File: config.mk
export PLATFORM = sky130hd
export DESIGN_NAME = pkt_comm
export DESIGN_NICKNAME = d
export VERILOG_FILES = /design/src/hdl/pkt_comm_pkg.sv /design/src/hdl/inpkt_header.sv /design/src/hdl/word_list.sv /design/src/hdl/outpkt.sv /design/src/hdl/pkt_comm.sv
export VERILOG_INCLUDE_DIRS = /design/src /design/src/hdl
export SDC_FILE = /design/constraint.sdc
export NUM_CORES = 1
export LEC_CHECK = 0
export BUFFER_PORTS_ARGS = -buffer_cell sky130_fd_sc_hd__buf_4
export CAP_MARGIN = 30
export CORE_MARGIN = 3
export CORE_UTILIZATION = 40
export CTS_CLUSTER_DIAMETER = 50
export DETAILED_ROUTE_END_ITERATION = 7
export GPL_ROUTABILITY_DRIVEN = 0
export PLACE_DENSITY_LB_ADDON = 0.15
export SLEW_MARGIN = 20
export SYNTH_ARGS = -nofsm -noshare
export SYNTH_HDL_FRONTEND = slang
export SYNTH_HIERARCHICAL = 1
export SYNTH_SLANG_ARGS = --single-unit
File: constraint.sdc
create_clock -name pkt_comm_clk -period 20.7 [get_ports pkt_comm_clk]
set_clock_uncertainty 0.2 [all_clocks]
set_input_delay 2.07 -clock pkt_comm_clk [delete_from_list [all_inputs] [get_ports pkt_comm_clk]]
set_output_delay 2.07 -clock pkt_comm_clk [all_outputs]
set_load 0.02 [all_outputs]
File: src/hdl/pkt_comm_config.svh
`ifndef PKT_COMM_CONFIG_SVH
`define PKT_COMM_CONFIG_SVH

// ********************
// protocol constants
// ********************

// the only input packet version accepted
`define PKT_COMM_VERSION 2

// input packet type: list of candidate words
`define PKT_TYPE_WORD_LIST 1

// type byte placed in the first output word
`define OUTPKT_TYPE_CMP_RESULT 8'h81

// ********************
// sizes
// ********************

// longest candidate word, in bytes
`define WORD_MAX_LEN 8

// word records held between word_list and outpkt
`define WORD_LIST_DEPTH 4

// input header bytes, not counting its checksum
`define INPKT_HEADER_LEN 10

// 16-bit words in each output packet
`define OUTPKT_LEN 10

`endif

File: src/hdl/pkt_comm_pkg.sv
`include "pkt_comm_config.svh"

package pkt_comm_pkg;

	// ********************
	// input packet header
	// ********************

	// raw view is indexed by arrival order, byte 0 in the low bits
	// field view lists members from the high end, so last byte first
	typedef union packed {
		logic [`INPKT_HEADER_LEN-1:0][7:0] raw;
		struct packed {
			logic [15:0] pkt_id;
			logic [7:0] rsvd2;
			// little endian, bytes 4..6
			logic [23:0] len;
			logic [7:0] rsvd1;
			logic [7:0] rsvd0;
			logic [7:0] pkt_type;
			logic [7:0] version;
		} f;
	} inpkt_header_t;

	// one data byte from the parser, strobed by valid
	typedef struct packed {
		logic [7:0] dbyte;
		logic [15:0] pkt_id;
		logic valid;
		// final data byte of the packet
		logic last;
	} inpkt_data_t;

	// one stored candidate word
	typedef struct packed {
		logic [15:0] pkt_id;
		logic [15:0] word_id;
		logic [7:0] word_len;
		// byte 0 first, bytes past word_len are zero
		logic [0:`WORD_MAX_LEN-1][7:0] chars;
	} word_rec_t;

	// sticky error flags, msb first
	typedef struct packed {
		logic err_cmp_config;
		logic err_word_gen;
		logic err_word_list;
		logic err_count;
		logic err_version;
		logic err_type;
		logic err_len;
		logic err_checksum;
	} pkt_comm_status_t;

endpackage

File: src/hdl/inpkt_header.sv
`timescale 1ns/1ns
`include "pkt_comm_config.svh"

module inpkt_header import pkt_comm_pkg::*; (
	input logic pkt_comm_clk,
	input logic rst,
	input logic [7:0] din,
	input logic empty,
	output logic rd_en,
	input logic data_full,
	input logic word_list_err,
	output inpkt_data_t data,
	output logic [3:0] err
);

	// header byte positions that get checked on arrival
	localparam int HB_VERSION = 0;
	localparam int HB_TYPE = 1;
	localparam int HB_LEN_LAST = 6;

	typedef enum logic [1:0] {
		ST_HDR,
		ST_HDR_CSUM,
		ST_DATA,
		ST_DATA_CSUM
	} state_t;

	state_t state;
	// byte index inside header or checksum
	logic [3:0] cnt;
	inpkt_header_t hdr;
	// running sum of covered bytes
	logic [31:0] sum;
	// first three checksum bytes received
	logic [23:0] csum_lo;
	logic [15:0] data_left;
	logic err_csum;
	logic err_len;
	logic err_type;
	logic err_version;
	logic csum_ok;
	logic d_valid;
	logic d_last;
	logic [7:0] d_byte;

	assign err = {err_version, err_type, err_len, err_csum};

	// header and checksum bytes ignore data_full
	// any error, here or downstream, stops reading until rst
	assign rd_en = ~empty & ~(|err) & ~word_list_err
		& (state != ST_DATA | ~data_full);

	// valid only while the 4th checksum byte is on din
	assign csum_ok = {din, csum_lo} == ~sum;

	// ********************
	// phase FSM and checks
	// ********************
	always_ff @(posedge pkt_comm_clk) begin
		if (rst) begin
			state <= ST_HDR;
			cnt <= '0;
			sum <= '0;
			err_csum <= 1'b0;
			err_len <= 1'b0;
			err_type <= 1'b0;
			err_version <= 1'b0;
		end else if (rd_en) begin
			case (state)
			ST_HDR: begin
				sum <= sum + din;
				if (cnt == HB_VERSION && din != `PKT_COMM_VERSION)
					err_version <= 1'b1;
				if (cnt == HB_TYPE && din != `PKT_TYPE_WORD_LIST)
					err_type <= 1'b1;
				// zero length, or anything past 16 bits
				if (cnt == HB_LEN_LAST && (din != 8'd0 || hdr.f.len[15:0] == 16'd0))
					err_len <= 1'b1;
				if (cnt == `INPKT_HEADER_LEN - 1) begin
					state <= ST_HDR_CSUM;
					cnt <= '0;
				end else
					cnt <= cnt + 1'b1;
			end
			ST_HDR_CSUM: begin
				if (cnt == 3) begin
					cnt <= '0;
					sum <= '0;
					// bad header: stay here, rd_en is already gone
					if (csum_ok)
						state <= ST_DATA;
					else
						err_csum <= 1'b1;
				end else
					cnt <= cnt + 1'b1;
			end
			ST_DATA: begin
				sum <= sum + din;
				if (data_left == 16'd1) begin
					state <= ST_DATA_CSUM;
					cnt <= '0;
				end
			end
			ST_DATA_CSUM: begin
				if (cnt == 3) begin
					cnt <= '0;
					sum <= '0;
					state <= ST_HDR;
					if (!csum_ok)
						err_csum <= 1'b1;
				end else
					cnt <= cnt + 1'b1;
			end
			endcase
		end
	end

	// ********************
	// byte capture
	// ********************
	always_ff @(posedge pkt_comm_clk) begin
		if (rd_en) begin
			case (state)
			ST_HDR:
				hdr.raw[cnt] <= din;
			ST_HDR_CSUM: begin
				if (cnt < 3)
					csum_lo[8*cnt[1:0] +: 8] <= din;
				// length already checked to fit 16 bits
				data_left <= hdr.f.len[15:0];
			end
			ST_DATA: begin
				d_byte <= din;
				d_last <= data_left == 16'd1;
				data_left <= data_left - 1'b1;
			end
			ST_DATA_CSUM: begin
				if (cnt < 3)
					csum_lo[8*cnt[1:0] +: 8] <= din;
			end
			endcase
		end
	end

	// strobe one cycle after the edge that read the byte
	always_ff @(posedge pkt_comm_clk) begin
		if (rst)
			d_valid <= 1'b0;
		else
			d_valid <= rd_en & (state == ST_DATA);
	end

	// pkt_id holds still until the next header arrives
	assign data = '{dbyte: d_byte, pkt_id: hdr.f.pkt_id, valid: d_valid, last: d_last};

endmodule

File: src/hdl/word_list.sv
`timescale 1ns/1ns
`include "pkt_comm_config.svh"

module word_list import pkt_comm_pkg::*; (
	input logic pkt_comm_clk,
	input logic rst,
	input inpkt_data_t data,
	output logic full,
	output word_rec_t rec,
	output logic rec_ready,
	input logic rec_take,
	output logic err
);

	localparam int DEPTH = `WORD_LIST_DEPTH;
	localparam int PTR_W = $clog2(DEPTH);
	localparam int IDX_W = $clog2(`WORD_MAX_LEN);

	// word being assembled
	logic [0:`WORD_MAX_LEN-1][7:0] chars;
	logic [7:0] len;
	logic [15:0] word_id;
	word_rec_t new_rec;

	// record queue
	word_rec_t mem [DEPTH];
	logic [PTR_W-1:0] wr_ptr;
	logic [PTR_W-1:0] rd_ptr;
	logic [PTR_W:0] count;

	logic is_term;
	logic push;
	logic pop;
	logic bad;

	assign is_term = data.valid & (data.dbyte == 8'd0);
	assign push = is_term & (len != 8'd0) & ~err;
	assign pop = rec_take & rec_ready;

	// too long, empty word, or packet ends mid-word
	assign bad = data.valid & ~err & (
		(is_term & len == 8'd0)
		| (~is_term & len == `WORD_MAX_LEN)
		| (data.last & ~is_term));

	// zero the bytes past the end so records compare cleanly
	always_comb begin
		new_rec.pkt_id = data.pkt_id;
		new_rec.word_id = word_id;
		new_rec.word_len = len;
		for (int i = 0; i < `WORD_MAX_LEN; i++)
			new_rec.chars[i] = (i < len) ? chars[i] : 8'd0;
	end

	// ********************
	// word assembly
	// ********************
	always_ff @(posedge pkt_comm_clk) begin
		if (rst) begin
			len <= '0;
			word_id <= '0;
			err <= 1'b0;
		end else if (data.valid & ~err) begin
			if (bad)
				err <= 1'b1;
			else if (is_term) begin
				len <= '0;
				word_id <= word_id + 1'b1;
			end else
				len <= len + 1'b1;
			// word_id restarts with every packet
			if (data.last)
				word_id <= '0;
		end
	end

	always_ff @(posedge pkt_comm_clk) begin
		if (data.valid & ~is_term & len < `WORD_MAX_LEN)
			chars[len[IDX_W-1:0]] <= data.dbyte;
	end

	// ********************
	// record queue
	// ********************
	always_ff @(posedge pkt_comm_clk) begin
		if (rst) begin
			wr_ptr <= '0;
			rd_ptr <= '0;
			count <= '0;
		end else begin
			if (push)
				wr_ptr <= wr_ptr + 1'b1;
			if (pop)
				rd_ptr <= rd_ptr + 1'b1;
			count <= count + push - pop;
		end
	end

	always_ff @(posedge pkt_comm_clk) begin
		if (push)
			mem[wr_ptr] <= new_rec;
	end

	// a terminator in flight already owns the last slot
	assign full = (count == DEPTH) | ((count == DEPTH - 1) & push);
	assign rec_ready = count != '0;
	assign rec = mem[rd_ptr];

endmodule

File: src/hdl/outpkt.sv
`timescale 1ns/1ns
`include "pkt_comm_config.svh"

module outpkt import pkt_comm_pkg::*; (
	input logic pkt_comm_clk,
	input logic rst,
	input word_rec_t rec,
	input logic rec_ready,
	output logic rec_take,
	output logic [15:0] dout,
	output logic wr_en,
	input logic full
);

	localparam int LAST = `OUTPKT_LEN - 1;
	// first of the two checksum words
	localparam int CSUM_POS = `OUTPKT_LEN - 2;
	localparam logic [7:0] VERSION = `PKT_COMM_VERSION;

	// record being sent
	word_rec_t cur;
	logic busy;
	logic [3:0] cnt;
	// sum of words 0..CSUM_POS-1
	logic [31:0] sum;
	logic last_word;

	assign wr_en = busy & ~full;
	assign last_word = wr_en & (cnt == LAST);

	// next record can start on the edge that writes the last word
	assign rec_take = rec_ready & (~busy | last_word);

	// ********************
	// word select
	// ********************
	always_comb begin
		case (cnt)
		4'd0: dout = {`OUTPKT_TYPE_CMP_RESULT, VERSION};
		4'd1: dout = cur.pkt_id;
		4'd2: dout = cur.word_id;
		4'd3: dout = {8'd0, cur.word_len};
		// even byte goes low
		4'd4, 4'd5, 4'd6, 4'd7:
			dout = {cur.chars[{cnt[1:0], 1'b1}], cur.chars[{cnt[1:0], 1'b0}]};
		4'd8: dout = ~sum[15:0];
		default: dout = ~sum[31:16];
		endcase
	end

	// ********************
	// sequencing
	// ********************
	always_ff @(posedge pkt_comm_clk) begin
		if (rst) begin
			busy <= 1'b0;
			cnt <= '0;
			sum <= '0;
		end else if (rec_take) begin
			busy <= 1'b1;
			cnt <= '0;
			sum <= '0;
		end else if (wr_en) begin
			// full only stalls, cnt holds
			if (cnt == LAST)
				busy <= 1'b0;
			cnt <= cnt + 1'b1;
			if (cnt < CSUM_POS)
				sum <= sum + dout;
		end
	end

	always_ff @(posedge pkt_comm_clk) begin
		if (rec_take)
			cur <= rec;
	end

endmodule

File: src/hdl/pkt_comm.sv
`timescale 1ns/1ns

module pkt_comm import pkt_comm_pkg::*; (
	input logic pkt_comm_clk,
	input logic rst,
	// input byte FIFO
	input logic [7:0] din,
	input logic empty,
	output logic rd_en,
	// output word FIFO
	output logic [15:0] dout,
	output logic wr_en,
	input logic full,
	output pkt_comm_status_t pkt_comm_status
);

	inpkt_data_t data;
	logic data_full;
	// checksum, length, type, version from lsb
	logic [3:0] hdr_err;
	logic word_list_err;
	word_rec_t rec;
	logic rec_ready;
	logic rec_take;

	// ********************
	// input parser
	// ********************
	inpkt_header inpkt_header (
		.pkt_comm_clk(pkt_comm_clk),
		.rst(rst),
		.din(din),
		.empty(empty),
		.rd_en(rd_en),
		.data_full(data_full),
		.word_list_err(word_list_err),
		.data(data),
		.err(hdr_err)
	);

	// ********************
	// word split and queue
	// ********************
	word_list word_list (
		.pkt_comm_clk(pkt_comm_clk),
		.rst(rst),
		.data(data),
		.full(data_full),
		.rec(rec),
		.rec_ready(rec_ready),
		.rec_take(rec_take),
		.err(word_list_err)
	);

	// ********************
	// output packets
	// ********************
	outpkt outpkt (
		.pkt_comm_clk(pkt_comm_clk),
		.rst(rst),
		.rec(rec),
		.rec_ready(rec_ready),
		.rec_take(rec_take),
		.dout(dout),
		.wr_en(wr_en),
		.full(full)
	);

	// count, word gen and cmp config sources are not present
	assign pkt_comm_status = '{
		err_cmp_config: 1'b0,
		err_word_gen: 1'b0,
		err_word_list: word_list_err,
		err_count: 1'b0,
		err_version: hdr_err[3],
		err_type: hdr_err[2],
		err_len: hdr_err[1],
		err_checksum: hdr_err[0]
	};

endmodule

==> results.md, run 1 <==
- Data arrival time of the worst path: about 4.3 ns
- Pin count of the biggest net entering global routing: 61
- Vias in the first global route: 17700
- CP peak stage delay: 0.73 ns
- Max VDD drop: 0.0553 mV
- Worst setup EP type: primary output
- Vias/cell: 5.48
- RSZ-0062 raised after global routing: false
- # setup viols final: 0
- Leak: 12.0 nW
- Fin crit share: approximately a third
- Setup_tns: 0 ns
- Final wirelength: between 70000 and 80000 µm
- CP dominant cell by count: inv_2
- Synth-to-layout area growth: 14.0%
- Register area share after synthesis: 69.1%
- Kind of critical path: flop to primary output
- Unique masters post-synth: 89
- Worst-Skew Late Latency: 0.64 ns
- CP Launch Type: flop
- Adder-Cell Fraction of Synth Area: 2.05%
- Compound-Gate Fraction of Synth Area: 6.45%
- # port buffers: 34
- Remaining Overflow, GRT: 0
- Max Transition Viols Final: 0
- Number of cell rows: 103
- Die width: slightly below 300 µm
- DP HPWL: 48200 µm
- Minimum clock period: 6.53 ns
- Post-layout util: 46.2%
- CTS resizes: 0
- Overall routing resource usage: 18.2%
- CP max-delay cell: nor3_2
- Commonest non-fill, non-tap cell in the layout: edfxtp_1
- Post-Synth XOR/XNOR Area: 2.18%
- Final hold slack: 0.282 ns
- Post-layout nets: 2147
- Share of layout cells above drive strength 1: 18.6%
- Post CTS Setup Buffer Count: 0
- IO Count: 38
- Largest family of logic cells by synthesized area: simple AND/OR/NAND/NOR gates
- Most frequent cells in the layout: 665 x edfxtp_1, 120 x mux4_2, 117 x nand2_1
- Final Hold Fails: 0
- TritonCTS clock tree: built
- Max Clk Rate: 153 MHz
- First-pass GRT wire length: 113000 µm
- Post-synth EDFFs: 665
- Wire length on met3: 3590 µm
- Met2 wire length: about 36000 µm
- CP top delay family: simple AND/OR/NAND/NOR gates
- Syn Inst Count: approximately 2000
- Netlist area before placement: about 32000 µm²
- Synth Register Bits: 779
- Fill count: 6894
- Avg Inst Size Synth: approximately 16 µm²
- Antenna Nets Post-Route: 0
- Num CTS Buffers: 96
- Die H: 290 µm
- Async SR Flop Fraction: 0%
- PwrDens: between 90 and 100 nW/µm²
- Mux cell area share after synthesis: 8.78%
- Highest metal used: met4
- Initial antenna violation count: 2
- Clk sinks: about 780
- H-Tree Depth: 3
- Worst Path Buf+Inv: 4
- Rel. slew slack: between 30% and 40%
- Primary FF master, synth: edfxtp_1
- M1 WL: 34100 µm
- Slew @ Worst Pin: 1.03 ns
- Core Area: 79400 µm²
- Worst Path Required: 18.43 ns
- Clk buf depth: 3
- Largest fanout on the critical path: 14
- MaxCap Viol Count: 0
- Status: finished, final reports clean
- Post-synthesis simple-gate area fraction: 9.20%
- Initial Utilization: about two fifths
- R2r setup slk: around 16 ns
- Worst-path clk slew: 0.05 ns
- DR iter-0 viols: 1329
- Detailed-router iteration count before antenna repair: 7
- Ys Warns: 6
- Drt drc: 0
- Detail-routed net length per standard cell: ~23 µm
- Crit path cell chain: inv_1 -> ha_1 -> nor3b_1 -> and2_1 -> nor3_2 -> inv_2 -> o31ai_1 -> a211o_1 -> or2_1 -> inv_2 -> buf_4
- Die outline area: 83900 µm²
- Via count: between 15000 and 20000
- Root buf cell: clkbuf_16
- Type of the most critical hold path: flop to flop
- CTS hold repair buffers: 0
[flip-flops by register name, indices dropped and copies added, names as in the netlist, 3 cells and up, named ones only]
name / count
inpkt_header/hdr: 32
word_list/mem: 416
outpkt/cur: 104
inpkt_header/data_left: 16
word_list/chars: 64
outpkt/sum: 32
inpkt_header/sum: 32
word_list/len: 8
inpkt_header/d_byte: 8
word_list/count: 3
inpkt_header/csum_lo: 24
inpkt_header/cnt: 4
word_list/word_id: 16
outpkt/cnt: 4
[path summary, 6_finish.rpt]
| check | cells after the start | end | from |
|---|---|---|---|
| worst max-delay path | 11 | rd_en | word_list/len[1] |
| worst min-delay path | 2 | outpkt/sum[0] | outpkt/sum[0] |
| worst max register to register | 15 | outpkt/sum[19] | outpkt/cnt[1] |
| worst min register to register | 2 | outpkt/sum[0] | outpkt/sum[0] |
[metal layers]
| layer | vias up | track usage (%) |
|---|---|---|
| met5 | - | 0 |
| met4 | 0 | 5.52 |
| met3 | 110 | 3.17 |
| met2 | 445 | 29.1 |
| met1 | 9063 | 25.5 |
| li1 | 8029 | - |
[layout make-up]
class,count,area (µm²),share of cell area [%]
clock buffer,122,2590,7.07
timing repair buffer,68,552,1.50
inverter,32,120,0.327
antenna,1,2.50,0.00682
clock inverter,59,557,1.52
sequential,779,22300,60.7
tap,1050,1310,3.58
multi-input combinational,1107,9290,25.3
[worst register-to-register path, cell delays in order, from the launching register on]
cell	delay, ns
dfxtp_1	0.31
buf_4	0.26
ha_1	0.30
nor4_1	0.46
nor2_1	0.10
nor2_1	0.66
a211oi_1	0.12
a21oi_1	0.46
ha_1	0.33
a21o_1	0.19
and4_1	0.23
o21ba_2	0.24
o2111ai_1	0.64
buf_4	0.27
a21oi_1	0.08
mux2i_1	0.12
[power breakdown]
| group | internal, mW | total (mW) | switching [mW] | leakage [nW] |
|---|---|---|---|---|
| Sequential | 1.69 | 1.70 | 0.00477 | 7.07 |
| Clock | 0.963 | 1.62 | 0.660 | 1.52 |
| Combinational | 0.0234 | 0.0794 | 0.0560 | 3.37 |
[synth_stat cells (12+ instances only)]
cell type | number | area share, %
edfxtp_1 | 665 | 62
mux4_2 | 120 | 8.4
nand2_1 | 117 | 1.4
dfxtp_1 | 114 | 7.1
a21oi_1 | 99 | 1.5
nor2_1 | 96 | 1.1
nor2b_1 | 63 | 1.2
and2_1 | 57 | 1.1
ha_1 | 48 | 1.9
xor2_1 | 48 | 1.3
clkbuf_1 | 46 | 0.54
nand3_1 | 46 | 0.72
o21ai_0 | 41 | 0.64
xnor2_1 | 32 | 0.87
inv_1 | 30 | 0.35
buf_2 | 27 | 0.42
buf_4 | 27 | 0.63
nand4_1 | 27 | 0.52
o211ai_1 | 21 | 0.49
nor3_1 | 20 | 0.31
a211oi_1 | 18 | 0.42
or3_1 | 17 | 0.33
a21o_1 | 14 | 0.33
nor4_1 | 14 | 0.27
a22oi_1 | 13 | 0.30
or4_1 | 12 | 0.28
[logic make-up after synthesis]
kind of cell | Yosys count
DFF | 779
and+or+nand+nor | 540
AOI/OAI and AO/OA | 301
buffers and inverters | 143
muxes | 132
xor gates and xnor gates | 80
adders and majority gates | 51
other | 1
[through the flow]
step	area [µm²]	power, mW	worst slack [ns]	cells
after floorplan	32200	1.78	11.31	2029
after global placement	33400	1.81	15.00	3024
after detailed placement	33500	1.81	14.85	3031
after CTS	36700	3.44	14.13	3212
after global routing	36700	3.51	13.78	3217
final	36700	3.40	14.17	3218
Note: power is estimated with default switching activity, not from simulation.
==> run 2, diff against run 1 <==
- clock period: 20.7 -> 5.5 ns (I/O delays scaled with it)
==> run 2 against run 1 <==
Effect of this change:
- critical endpoint unchanged
- wire length is 2.4% lower
- critical path type unchanged
- sequential power rose to 3.8 times the previous value
- largest cell class unchanged
- largest power group is now clock
- critical path depth did not move
- clock power grew to 4.1 times the previous value
- non-clock buffer count unchanged
==> results.md, run 2 (synthesized netlist as in run 1, its figures left out) <==
- Status: finished, final reports clean
- Data arrival time of the worst path: 4.09 ns (-0.17 ns)
- GRT met1 Usage: 24.3% (-1.2 points)
- Placed Area: 33500 µm² (about the same)
- Post CTS Setup Buffer Count: 0 (unchanged)
- Num CTS Buffers: 99 (+3.1%)
- Final Hold Fails: 0 (unchanged)
- PwrDens: 359 nW/µm² (+290%)
- Setup_tns: 0 ns (unchanged)
- Max Clk Rate: around 210 MHz
- Synth-to-layout area growth: 14.9%
- CTS resizes: 0 (unchanged)
- Slew @ Worst Pin: 0.965 ns (-0.0626 ns)
- Clk buf depth: 3 (unchanged)
- Post-layout nets: 2150 (+0.14%)
- Number of cell rows: 103 (unchanged)
- # setup viols final: 0 (unchanged)
- Die H: 290 µm (unchanged)
- CP Launch Type: flop
- Worst setup EP type: primary output
- Type of the most critical hold path: input port to flop
- Drt drc: 0 (unchanged)
- Gate power share: 2.1% (-0.2 points)
- DP HPWL: 46100 µm (-4.3%)
- Detail-routed net length per standard cell: 22.8 µm (-2.6%)
- Max VDD drop: 0.273 mV (+390%)
- P_sw: 2.81 mW (+290%)
- CTS hold repair buffers: 0 (unchanged)
- Commonest non-fill, non-tap cell in the layout: edfxtp_1
- TritonCTS clock tree: built
- Clk sinks: 779 (unchanged)
- Flop pwr share: 48.2% (-1.7 points)
- Initial antenna violation count: 0 (-2)
- Leak: 12.2 nW (+1.7%)
- Vias/cell: 5.42 (-1.1%)
- RSZ-0062 raised after global routing: false
- IO Count: 38 (unchanged)
- Initial Utilization: 40.5% (unchanged)
- Share of layout cells above drive strength 1: 18.9% (+0.24 points)
- Via count: 17500 (-1.0%)
- Vias in the first global route: 17900 (+1.3%)
- Max reg flops: 416 (unchanged)
- GRT met3 Usage: 2.65% (-0.52 points)
- Overall routing resource usage: 17.8% (-0.39 points)
- Core Area: 79400 µm² (unchanged)
- Clock network fraction of design power: 49.7% (+2.0 points)
- Antenna Nets Post-Route: 0 (unchanged)
- Detailed-router iteration count before antenna repair: 7 (unchanged)
- GR Util met2: 29.8% (+0.68 points)
- Largest fanout on the critical path: 14 (unchanged)
- Worst-path clk slew: 0.06 ns (about the same)
- Remaining Overflow, GRT: 0 (unchanged)
- Final wirelength: 73600 µm (-2.4%)
- Worst-Skew Late Latency: 0.66 ns (+0.02 ns)
- GR peak layer: met2
- Post-layout util: 46.6% (+0.37 points)
- Most frequent cells in the layout: 665 x edfxtp_1, 120 x mux4_2, 117 x nand2_1
- H-Tree Depth: 3 (unchanged)
- MaxCap Viol Count: 0 (unchanged)
- Fill count: 6872 (-0.32%)
- Minimum clock period: roughly 4.8 ns
- Largest Register: word_list/mem
- Rel. slew slack: 35.7% (+4.8 points)
- Max Transition Viols Final: 0 (unchanged)
- # port buffers: 34 (unchanged)
- Die outline area: 83900 µm² (unchanged)
- Root buf cell: clkbuf_16
- Int Pwr: 10.5 mW (+290%)
- DR iter-0 viols: 1318 (-0.83%)
- Fin area: 37000 µm² (+0.79%)
- Switching share of total power: 21.2% (-0.041 points)
- Die width: 290 µm (unchanged)
- Fin crit share: 88.1%
- Pin count of the biggest net entering global routing: 80 (+31%)
- Worst Path Required: 4.75 ns (-13.68 ns)
- Kind of critical path: flop to primary output
- First-pass GRT wire length: 112000 µm (-0.93%)
run 2: cell types whose count changed in the layout (fill, tap and decap cells not counted), moves of 2 or more:
cell,delta
clkinv_1,-5
buf_12,+4
clkinvlp_4,-3
inv_6,-3
bufinv_16,+8
clkinv_2,+3
inv_8,+4
clkbuf_8,-5
clkinv_16,+2
run 2: through the flow:
step	instances	worst slack [ns]	power [mW]	hold WS [ns]
6_report	3222	0.656	13.3	0.0641
5_1_grt	3221	0.333	13.7	0.0523
4_1_cts	3217	0.596	13.4	0.0423
3_5_place_dp	3032	0.936	6.79	0.277
3_3_place_gp	3028	0.970	6.78	0.267
2_1_floorplan	2029	0.629	6.69	0.244
run 2: worst paths after layout:
kind | slack (ns) | cells after the start | end | start
setup / recovery | 0.66 | 11 | rd_en | word_list/len[1]
hold / removal | 0.06 | 1 | inpkt_header/hdr[47] | din[7]
setup reg to reg | 0.84 | 14 | outpkt/sum[16] | outpkt/cnt[0]
hold reg to reg | 0.28 | 2 | outpkt/sum[5] | outpkt/sum[5]
run 2: power groups by stage:
stage	Clock (mW)	Combinational (mW)	Sequential, mW
2_1_floorplan	0	0.185	6.50
3_3_place_gp	0	0.273	6.51
3_5_place_dp	0	0.281	6.51
4_1_cts	6.76	0.282	6.39
5_1_grt	7.01	0.310	6.38
6_report	6.60	0.280	6.39
run 2: critical path, cell delays in order (launching register included):
cell and delay (ns):
dfxtp_1 0.69, inv_1 0.14, ha_1 0.23, nor3b_1 0.15, and2_1 0.29, nor3_2 0.23, inv_2 0.13, o31ai_1 0.56
a211o_1 0.37, or2_1 0.37, inv_2 0.10, buf_4 0.18
run 2: layer usage:
metal,wire length [µm],vias to the layer above
met4,1460,0
met1,33000,8962
met2,36300,369
met5,0,-
li1,-,8040
met3,2890,98
run 2: area by class of cell:
class,count,area (µm²),area share [%]
flip-flops and latches,779,22300,60.2
multi-input cells,1107,9290,25.1
clock buffers,119,2550,6.90
well taps,1050,1310,3.55
clock inverters,66,868,2.35
repair buffers,68,577,1.56
inverters,32,120,0.325
diodes,1,2.50,0.00677
